**src/hdl/iot_config.svh**
```systemverilog
`ifndef IOT_CONFIG_SVH
`define IOT_CONFIG_SVH

// byte stream and block geometry
`define IOT_BYTE_W 8
`define IOT_BLOCK_BYTES 16
`define IOT_BLOCK_W (`IOT_BYTE_W * `IOT_BLOCK_BYTES)

// blocks compared per extreme group
`define IOT_GROUP_BLOCKS 8

// crc-3, generator x^3 + x + 1
`define IOT_CRC_W 3
// low terms only, the x^3 term is implied
`define IOT_CRC_POLY 3'b011

`endif

```
**src/hdl/iot_pkg.sv**
```systemverilog
`include "iot_config.svh"

package iot_pkg;

  // function select codes as seen on i_fn_sel
  typedef enum logic [2:0] {
    FN_NONE     = 3'd0,
    FN_ENCRYPT  = 3'd1,
    FN_DECRYPT  = 3'd2,
    FN_CRC_GEN  = 3'd3,
    FN_TOP2MAX  = 3'd4,
    FN_LAST2MIN = 3'd5
  } fn_e;

  // one full block, first byte received in the top bits
  typedef logic [`IOT_BLOCK_W-1:0] block_t;

  // one byte per beat
  typedef struct packed {
    logic                  valid;
    logic                  last;  // completes a block
    logic [`IOT_BYTE_W-1:0] data;
  } byte_beat_t;

  // completed block strobe
  typedef struct packed {
    logic   valid;
    block_t data;
  } block_beat_t;

  // engine result toward the output mux
  typedef struct packed {
    logic   valid;
    block_t data;
  } result_t;

  // extreme tracker FSM
  typedef enum logic [1:0] {
    TRK_COLLECT,
    TRK_EMIT_FIRST,
    TRK_EMIT_SECOND
  } track_state_e;

endpackage

```
**src/hdl/block_processor.sv**
```systemverilog
module block_processor (
  input  logic                 clk,
  input  logic                 rst,
  input  logic [2:0]           i_fn_sel,
  input  iot_pkg::byte_beat_t  i_byte,
  input  iot_pkg::block_beat_t i_block,
  output logic                 o_valid,
  output iot_pkg::block_t      o_iot_out
);

  import iot_pkg::*;

  fn_e         fn;
  logic        crc_sel;
  logic        trk_sel;
  logic        find_max;
  byte_beat_t  crc_byte;
  block_beat_t trk_block;
  result_t     crc_res;
  result_t     trk_res;
  result_t     sel_res;

  assign fn = fn_e'(i_fn_sel);

  always_comb begin
    crc_sel  = 1'b0;
    trk_sel  = 1'b0;
    find_max = 1'b0;
    case (fn)
      FN_CRC_GEN: crc_sel = 1'b1;
      FN_TOP2MAX: begin
        trk_sel  = 1'b1;
        find_max = 1'b1;
      end
      FN_LAST2MIN: trk_sel = 1'b1;
      // no cipher in this design
      FN_NONE, FN_ENCRYPT, FN_DECRYPT: ;
      default: ;
    endcase
  end

  // idle engine sees no beats
  always_comb begin
    crc_byte        = i_byte;
    crc_byte.valid  = i_byte.valid & crc_sel;
    trk_block       = i_block;
    trk_block.valid = i_block.valid & trk_sel;
  end

  crc3_engine u_crc (
    .clk      (clk),
    .rst      (rst),
    .i_byte   (crc_byte),
    .o_result (crc_res)
  );

  extreme_tracker u_tracker (
    .clk        (clk),
    .rst        (rst),
    .i_find_max (find_max),
    .i_block    (trk_block),
    .o_result   (trk_res)
  );

  always_comb begin
    sel_res = '0;
    if (crc_sel) begin
      sel_res = crc_res;
    end else if (trk_sel) begin
      sel_res = trk_res;
    end
  end

  assign o_valid   = sel_res.valid;
  assign o_iot_out = sel_res.valid ? sel_res.data : '0;

  // a result may only come from the selected engine
  a_crc_only_when_selected : assert property (
    @(posedge clk) disable iff (rst)
    crc_res.valid |-> crc_sel
  );

  a_trk_only_when_selected : assert property (
    @(posedge clk) disable iff (rst)
    trk_res.valid |-> trk_sel
  );

endmodule

```
**src/hdl/byte_collector.sv**
```systemverilog
`include "iot_config.svh"

module byte_collector (
  input  logic                   clk,
  input  logic                   rst,
  input  logic                   i_in_en,
  input  logic [`IOT_BYTE_W-1:0] i_iot_in,
  output iot_pkg::byte_beat_t    o_byte,
  output iot_pkg::block_beat_t   o_block
);

  import iot_pkg::*;

  localparam int CNT_W = $clog2(`IOT_BLOCK_BYTES);

  logic [CNT_W-1:0]       byte_cnt;
  logic                   last_byte;
  logic                   byte_valid_q;
  logic                   byte_last_q;
  logic [`IOT_BYTE_W-1:0] byte_data_q;
  logic                   block_valid_q;
  block_t                 asm_q;

  assign last_byte = (byte_cnt == CNT_W'(`IOT_BLOCK_BYTES - 1));

  // control flops
  always_ff @(posedge clk or posedge rst) begin
    if (rst) begin
      byte_cnt      <= '0;
      byte_valid_q  <= 1'b0;
      byte_last_q   <= 1'b0;
      block_valid_q <= 1'b0;
    end else begin
      byte_valid_q  <= i_in_en;
      byte_last_q   <= i_in_en && last_byte;
      block_valid_q <= i_in_en && last_byte;
      if (i_in_en) begin
        byte_cnt <= last_byte ? '0 : byte_cnt + 1'b1;
      end
    end
  end

  // oldest byte drifts up to the msbs
  always_ff @(posedge clk) begin
    if (i_in_en) begin
      byte_data_q <= i_iot_in;
      asm_q       <= {asm_q[`IOT_BLOCK_W-`IOT_BYTE_W-1:0], i_iot_in};
    end
  end

  assign o_byte.valid  = byte_valid_q;
  assign o_byte.last   = byte_last_q;
  assign o_byte.data   = byte_data_q;

  assign o_block.valid = block_valid_q;
  assign o_block.data  = asm_q;

  // a completed block carries no unknown bits
  a_block_known : assert property (
    @(posedge clk) disable iff (rst)
    o_block.valid |-> !$isunknown(o_block.data)
  );

endmodule

```
**src/hdl/crc3_engine.sv**
```systemverilog
`include "iot_config.svh"

module crc3_engine (
  input  logic                clk,
  input  logic                rst,
  input  iot_pkg::byte_beat_t i_byte,
  output iot_pkg::result_t    o_result
);

  import iot_pkg::*;

  logic [`IOT_CRC_W-1:0] rem_q;
  logic [`IOT_CRC_W-1:0] rem_nxt;
  logic [`IOT_CRC_W-1:0] crc_q;
  logic                  res_valid_q;

  // eight bit steps, msb first
  function automatic logic [`IOT_CRC_W-1:0] crc_fold(
    input logic [`IOT_CRC_W-1:0]  rem_in,
    input logic [`IOT_BYTE_W-1:0] data
  );
    logic [`IOT_CRC_W-1:0] rem;
    logic                  fb;
    rem = rem_in;
    for (int i = `IOT_BYTE_W - 1; i >= 0; i--) begin
      fb  = rem[`IOT_CRC_W-1] ^ data[i];
      rem = {rem[`IOT_CRC_W-2:0], 1'b0};
      if (fb) begin
        rem = rem ^ `IOT_CRC_POLY;
      end
    end
    return rem;
  endfunction

  assign rem_nxt = crc_fold(rem_q, i_byte.data);

  always_ff @(posedge clk or posedge rst) begin
    if (rst) begin
      rem_q       <= '0;
      res_valid_q <= 1'b0;
    end else begin
      res_valid_q <= i_byte.valid && i_byte.last;
      // restart from zero for the next block
      if (i_byte.valid) begin
        rem_q <= i_byte.last ? '0 : rem_nxt;
      end
    end
  end

  always_ff @(posedge clk) begin
    if (i_byte.valid && i_byte.last) begin
      crc_q <= rem_nxt;
    end
  end

  assign o_result.valid = res_valid_q;
  assign o_result.data  = block_t'(crc_q);

  // one pulse per block
  a_single_pulse : assert property (
    @(posedge clk) disable iff (rst)
    o_result.valid |=> !o_result.valid
  );

endmodule

```
**src/hdl/extreme_tracker.sv**
```systemverilog
`include "iot_config.svh"

module extreme_tracker (
  input  logic                 clk,
  input  logic                 rst,
  input  logic                 i_find_max,
  input  iot_pkg::block_beat_t i_block,
  output iot_pkg::result_t     o_result
);

  import iot_pkg::*;

  localparam int CNT_W = $clog2(`IOT_GROUP_BLOCKS);

  track_state_e     state_q;
  track_state_e     state_nxt;
  logic [CNT_W-1:0] blk_cnt;
  logic             group_done;
  block_t           best_q;
  block_t           second_q;
  block_t           best_nxt;
  block_t           second_nxt;
  block_t           emit_best_q;
  block_t           emit_second_q;
  block_t           out_data_q;
  logic             out_valid_q;

  // unsigned and strictly better in the selected direction
  function automatic logic beats(input logic find_max, input block_t a, input block_t b);
    return find_max ? (a > b) : (a < b);
  endfunction

  assign group_done = i_block.valid && (blk_cnt == CNT_W'(`IOT_GROUP_BLOCKS - 1));

  // ranking of the incoming block
  always_comb begin
    best_nxt   = best_q;
    second_nxt = second_q;
    if (blk_cnt == '0) begin
      // first block of a group resets the runner-up to the weakest value
      best_nxt   = i_block.data;
      second_nxt = i_find_max ? '0 : '1;
    end else if (beats(i_find_max, i_block.data, best_q)) begin
      best_nxt   = i_block.data;
      second_nxt = best_q;
    end else if (beats(i_find_max, i_block.data, second_q)) begin
      second_nxt = i_block.data;
    end
  end

  always_comb begin
    state_nxt = state_q;
    case (state_q)
      TRK_COLLECT: begin
        if (group_done) begin
          state_nxt = TRK_EMIT_FIRST;
        end
      end
      TRK_EMIT_FIRST:  state_nxt = TRK_EMIT_SECOND;
      TRK_EMIT_SECOND: state_nxt = TRK_COLLECT;
      default:         state_nxt = TRK_COLLECT;
    endcase
  end

  always_ff @(posedge clk or posedge rst) begin
    if (rst) begin
      state_q     <= TRK_COLLECT;
      blk_cnt     <= '0;
      out_valid_q <= 1'b0;
    end else begin
      state_q     <= state_nxt;
      out_valid_q <= (state_q == TRK_EMIT_FIRST) || (state_q == TRK_EMIT_SECOND);
      // counting goes on while the previous group drains
      if (i_block.valid) begin
        blk_cnt <= group_done ? '0 : blk_cnt + 1'b1;
      end
    end
  end

  always_ff @(posedge clk) begin
    if (i_block.valid) begin
      best_q   <= best_nxt;
      second_q <= second_nxt;
    end
    // snapshot of the finished group
    if (group_done) begin
      emit_best_q   <= best_nxt;
      emit_second_q <= second_nxt;
    end
    if (state_q == TRK_EMIT_FIRST) begin
      out_data_q <= emit_best_q;
    end else if (state_q == TRK_EMIT_SECOND) begin
      out_data_q <= emit_second_q;
    end
  end

  assign o_result.valid = out_valid_q;
  assign o_result.data  = out_data_q;

  // a group must not close while the previous one is being emitted
  a_close_in_collect : assert property (
    @(posedge clk) disable iff (rst)
    group_done |-> (state_q == TRK_COLLECT)
  );

  // best and runner-up follow two cycles after the closing block
  a_two_cycle_valid : assert property (
    @(posedge clk) disable iff (rst)
    group_done |-> ##2 o_result.valid ##1 o_result.valid ##1 !o_result.valid
  );

endmodule

```
**src/hdl/iot_top.sv**
```systemverilog
`include "iot_config.svh"

module iot_top (
  input  logic                   clk,
  input  logic                   rst,
  input  logic                   i_in_en,
  input  logic [`IOT_BYTE_W-1:0] i_iot_in,
  input  logic [2:0]             i_fn_sel,
  output logic                   o_valid,
  output iot_pkg::block_t        o_iot_out
);

  import iot_pkg::*;

  byte_beat_t  byte_beat;
  block_beat_t block_beat;

  // bytes to blocks
  byte_collector u_collector (
    .clk      (clk),
    .rst      (rst),
    .i_in_en  (i_in_en),
    .i_iot_in (i_iot_in),
    .o_byte   (byte_beat),
    .o_block  (block_beat)
  );

  // crc and extreme engines
  block_processor u_processor (
    .clk       (clk),
    .rst       (rst),
    .i_fn_sel  (i_fn_sel),
    .i_byte    (byte_beat),
    .i_block   (block_beat),
    .o_valid   (o_valid),
    .o_iot_out (o_iot_out)
  );

endmodule
```
**config.mk**
```make
export PLATFORM = sky130hd
export DESIGN_NAME = iot_top
export DESIGN_NICKNAME = d
export VERILOG_FILES = /design/src/hdl/iot_pkg.sv /design/src/hdl/block_processor.sv /design/src/hdl/byte_collector.sv /design/src/hdl/crc3_engine.sv /design/src/hdl/extreme_tracker.sv /design/src/hdl/iot_top.sv
export VERILOG_INCLUDE_DIRS = /design/src /design/src/hdl
export SDC_FILE = /design/constraint.sdc
export NUM_CORES = 1
export LEC_CHECK = 0
export ABC_AREA = 1
export BUFFER_PORTS_ARGS = -buffer_cell sky130_fd_sc_hd__buf_2
export CORE_ASPECT_RATIO = 1.5
export CORE_UTILIZATION = 53
export DETAILED_ROUTE_END_ITERATION = 8
export PLACE_DENSITY_LB_ADDON = 0.05
export RECOVER_POWER = 25
export SLEW_MARGIN = 10
export SYNTH_ARGS = -nofsm -noshare
export SYNTH_HDL_FRONTEND = slang
export SYNTH_HIERARCHICAL = 1
export SYNTH_SLANG_ARGS = --single-unit
export TNS_END_PERCENT = 5
```
**constraint.sdc**
```tcl
create_clock -name clk -period 16.2 [get_ports clk]
set_input_delay 3.24 -clock clk [delete_from_list [all_inputs] [get_ports clk]]
set_output_delay 3.24 -clock clk [all_outputs]
set_load 0.01 [all_outputs]
```
### Word level (Yosys, flattened, before mapping)

Cells that the tools add are included.

| word-level totals | value |
|---|---|
| flip-flop bits (word level) | 795 |
| bits of input ports | 14 |
| word-level logic and storage cells | 85 |

| cells by class | value |
|---|---|
| $add $sub $neg | 2 |
| magnitude comparators | 4 |
| eq/ne operators | 8 |
| multiplexer cells | 29 |
| bitwise operators | 18 |
| reduce and logical (&&, ||, !) cells | 8 |

Operators by type and width:

| kind | number |
|---|---|
| $mux W128 | 9 |
| $mux W129 | 2 |
| $gt A128 B128 Y1 | 2 |
| $lt A128 B128 Y1 | 2 |
| $mux W2 | 9 |
| $not A2 Y2 | 8 |
| $eq A3 B3 Y1 const B | 3 |
| $xor A1 B1 Y1 | 8 |
| $mux W3 | 2 |
| $mux W1 | 5 |
| $add A4 B1 Y4 const B | 1 |
| $eq A4 B4 Y1 const B | 1 |
| $mux W4 | 1 |
| $pmux W2 S2 | 1 |
| $add A3 B1 Y3 const B | 1 |
| $eq A3 B2 Y1 const B | 1 |
| $logic_and A1 B1 Y1 | 3 |
| $logic_not A3 Y1 | 1 |
| $and A1 B1 Y1 | 2 |
| $eq A2 B1 Y1 const B | 1 |
| $eq A2 B2 Y1 const B | 1 |
| $logic_not A2 Y1 | 1 |
| $ne A2 B2 Y1 const B | 1 |
| $reduce_bool A2 Y1 | 1 |
| other kinds (2) | 2 |

### Depth between registers and ports, before layout

| depth | value |
|---|---|
| word-level depth | 17 |
| gate-level depth with buffers | 25 |
| mapped depth without buffers | 23 |

### Modules after synthesis

The synthesis kept the hierarchy.

Modules (own cells, without submodules):

| module | times used | cells each | area each (µm²) |
|---|---|---|---|
| extreme_tracker | 1 | 3189 | 33280.7 |
| byte_collector | 1 | 164 | 4172.8 |
| block_processor | 1 | 722 | 3105.5 |
| crc3_engine | 1 | 209 | 1502.7 |

### Worst setup path after synthesis

No wires, ideal clock.

| timing path | value |
|---|---|
| kind | input to register |
| start point | input i_fn_sel[2] |
| end point | register u_processor.u_tracker.emit_best_q[0], enable pin |
| arrival | 20.899 ns |
| data required time | 15.632 ns |
| setup slack | -5.267 ns |
| cell stages on the path | 8 |
| cell sequence | inv_1 > nor2_2 > buf_2 > buf_2 > inv_1 > nor2_1 > nand2_1 > inv_1 |

RTL lines:

| what | line | source |
|---|---|---|
| from (decl) | iot_top.sv:8 | `input logic [2:0] i_fn_sel,` |
| to (signal assigned) | extreme_tracker.sv:87 | `emit_best_q <= best_nxt;` |
| to (decl) | extreme_tracker.sv:23 | `block_t emit_best_q;` |

### Worst setup path in the final report

| timing path | value |
|---|---|
| start point | input i_fn_sel[2] |
| end point | output o_iot_out[47] |

| between the ends | value |
|---|---|
| cells in the longest elaborated chain, start to end | 6 |

RTL lines:

| what | line | source |
|---|---|---|
| $eq A3 B3 Y1 | block_processor.sv:29 | `case (fn)` |
| $reduce_or A2 Y1 (no source line) | n/a |  |
| $mux W1 | block_processor.sv:29 |  |
| $mux W129 | block_processor.sv:69 | `end else if (trk_sel) begin` |
| $mux W129 * | block_processor.sv:67 | `if (crc_sel) begin` |
| $mux W128 * | block_processor.sv:75 | `assign o_iot_out = sel_res.valid ? sel_res.data : '0;` |
| to (decl) | iot_top.sv:10 | `output iot_pkg::block_t o_iot_out` |

Mark *: on every way between the ends. The rest lies on a longest branch, timed or not.

==> results.txt <==
Seq/Total Area, Yosys: 56.0%
Distinct cells, synth: 39
vias in the first global route: 28100
Die Ht: 347 um
Post-synth ARST share: 2.03%
switching share of total power: 29.3%
Syn. warnings: 6
Post-CTS Setup Inserts: 0
violated checks: capacitance limit, slew limit
cells after synthesis: 4284
core area: 0.0787 mm^2
Final ANT Viol Nets: 0
hold buffers post-CTS: 0
DRC Markers: 0
startpoint types: input pin
routed wire length: 104000 um
I/O pin cnt: 143
FF/Latch Area: 0.0236 mm^2
Post-Syn Area per Cell: 9.82 um^2
die width: 232 um
share of post-route cells with drive strength above 1: 9.67%
run status: finished, violations left
crit-path max FO: 94
Worst-Skew Late Latency: 0.64 ns
Area growth syn-to-layout: 7.16%
Worst slew margin: -195%
Worst EP required: 12.96 ns
drt wl/cell: 19.2 um
initial antenna violation count: 0
placer's final routability congestion estimate: 0.844
Max Transition Viols Final: 336
area occupied by multi-input gates: 0.0152 mm^2
vias per inst: 5.38
final setup violation count: 0
sequential power share: 49.8%
Main synth FF type: edfxtp_1
TritonCTS Sinks: 787
number of synthesized flops with an enable pin: 771
GRT Overall Usage: 26.1%
power density cells: 123 mW/mm^2
Synth top cells by count: nand2_1 (1302), edfxtp_1 (771), inv_1 (436)
clock buffer depth: 3
Slew @ Worst Pin: 4.43 ns
Placed Cells: 5251
CTS H-tree lvls: 3
Initial Utilization: 53.5%
Cell Rows: 126
CTS root buf: clkbuf_16
Iteration-0 DRC Markers: 2020
Die Area: 0.0805 mm^2
post-DP HPWL: 63200 um
top cells by area, synth: edfxtp_1 (55%), nand2_1 (12%), ha_1 (7.8%), inv_1 (3.9%), mux2_2 (3.4%)
Final Cycle Share: 54.2%
Resized Gates After CTS: 0
RSZ-0062 raised after global routing: false
Combinational Power Share: 18.9%
Crit. End Element: output port
n_diodes: 0
f_max: 114 MHz
min Tclk post-route: 8.78 ns
Vias: 29000
maximum VDD drop: 111 uV
hold crit path type: flop to flop
leakage: 20.4 nW
Finished Layout Cells: 5390
#FFs+latches synth: 787
drt pass-1 iters: 5
Pint: 3.91 mW
Post-Syn Area: 0.0421 mm^2
Port Buffer Count: 142
setup TNS: 0 ns
CTS tree: yes
first-pass GRT wire length: 161000 um
Arr. time, crit path: 5.54 ns
count leader, synth: nand2_1
CP Class: input pin to output port
Num CTS Buffers: 77
layout net count: 4583
Clk pin slew, worst setup/hold paths: 0.06 ns
clock skew: 0.0239 ns
Synth top area share: 55.0%
largest net degree at the start of global routing: 207
Fillers: 6961
Clk pwr share: 31.4%
NetSw: 1.63 mW
Max Cap Viol: 7
largest area contributor in the netlist: edfxtp_1
Fin. Hold Viols: 0
gr ovfl total: 0
==> sequential cells by signal (all words and copies together), names as in the netlist, 2 cells and up <==
register	count
u_collector/asm_q	128
u_collector/byte_cnt	4
u_processor/u_crc/crc_q	3
u_processor/u_crc/rem_q	3
u_processor/u_tracker/best_q	128
u_processor/u_tracker/blk_cnt	3
u_processor/u_tracker/emit_best_q	128
u_processor/u_tracker/emit_second_q	128
u_processor/u_tracker/out_data_q	128
u_processor/u_tracker/second_q	128
u_processor/u_tracker/state_q	2
==> layout by cell type, fill, tap and decap left out, drive strengths merged, types with 105 or more instances in the layout <==
master,synthesis,final
nor2,205,205
ha,263,263
a21oi,252,252
nand4,145,145
clkbuf,50,105
mux2,128,128
inv,461,466
buf,299,155
nand2,1309,1309
nand3,163,163
edfxtp,771,771
o21ai,169,169
conb,1,125
==> metrics by stage <==
stage / hold WS (ns) / total power [mW] / util (%) / setup slack [ns] / cell area [um^2]
after floorplan: 0.491 / 3.50 / - / 2.66 / 42500
after global placement: 0.508 / 3.82 / 54.4 / 7.45 / 42800
after detailed placement: 0.532 / 3.84 / 54.4 / 7.42 / 42800
after CTS: 0.535 / 5.58 / 57.4 / 7.41 / 45100
after global routing: 0.552 / 5.79 / 57.3 / 7.17 / 45100
final: 0.533 / 5.54 / 57.3 / 7.42 / 45100
==> worst paths after layout <==
check / end / startpoint / cells past startpoint / slack [ns]
worst max-delay path: o_iot_out[47] / i_fn_sel[2] / 8 / 7.42
worst max register to register: u_processor/u_tracker/out_data_q[45] / u_processor/u_tracker/state_q[1] / 5 / 7.96
worst min register to register: u_processor/u_tracker/out_data_q[10] / u_processor/u_tracker/emit_second_q[10] / 1 / 0.53
worst min-delay path: u_processor/u_tracker/out_data_q[10] / u_processor/u_tracker/emit_second_q[10] / 1 / 0.53
min in group asynchronous: u_processor/u_crc/res_valid_q / rst / 2 / 2.51
max in group asynchronous: u_processor/u_tracker/out_valid_q / rst / 2 / 13.36
==> power by group through the flow <==
| stage | registers, mW | logic, mW | clock network [mW] |
|---|---|---|---|
| 3_5_place_dp | 2.79 | 1.06 | 0 |
| 2_1_floorplan | 2.74 | 0.765 | 0 |
| 5_1_grt | 2.78 | 1.16 | 1.85 |
| 4_1_cts | 2.74 | 1.06 | 1.77 |
| 6_report | 2.76 | 1.05 | 1.74 |
| 3_3_place_gp | 2.79 | 1.04 | 0 |
==> cell type report <==
class,count,share of cell area (%)
Sequential cell,787,52.3
Multi-Input combinational cell,2811,33.7
Clock buffer,92,4.49
Inverter,461,3.87
Tap cell,1024,2.84
Timing Repair Buffer,168,2.02
Clock inverter,47,0.774
==> logic make-up after synthesis <==
logic type | synth area share (%)
compound gates | 5.42
xor+xnor | 0.181
fa+ha+maj | 7.82
buf+inv | 9.07
flops | 56.0
mux | 3.43
other cells | 0.00892
simple gates | 18.1
==> worst max-delay path: stages <==
cell and delay (ns):
buf_2 0.12, inv_4 0.33, nand4_1 0.22, nand2_4 0.36
buf_4 0.71, nand2_1 0.12, inv_1 0.08, buf_2 0.12
==> routing by layer <==
layer  global-route usage (%)  share of wire [%]
met1                     32.0                 40
met3                     3.07                4.8
met2                     46.9                 52
met4                     9.13                3.0
met5                        0                  0
Note: power is estimated with default switching activity, not from simulation.
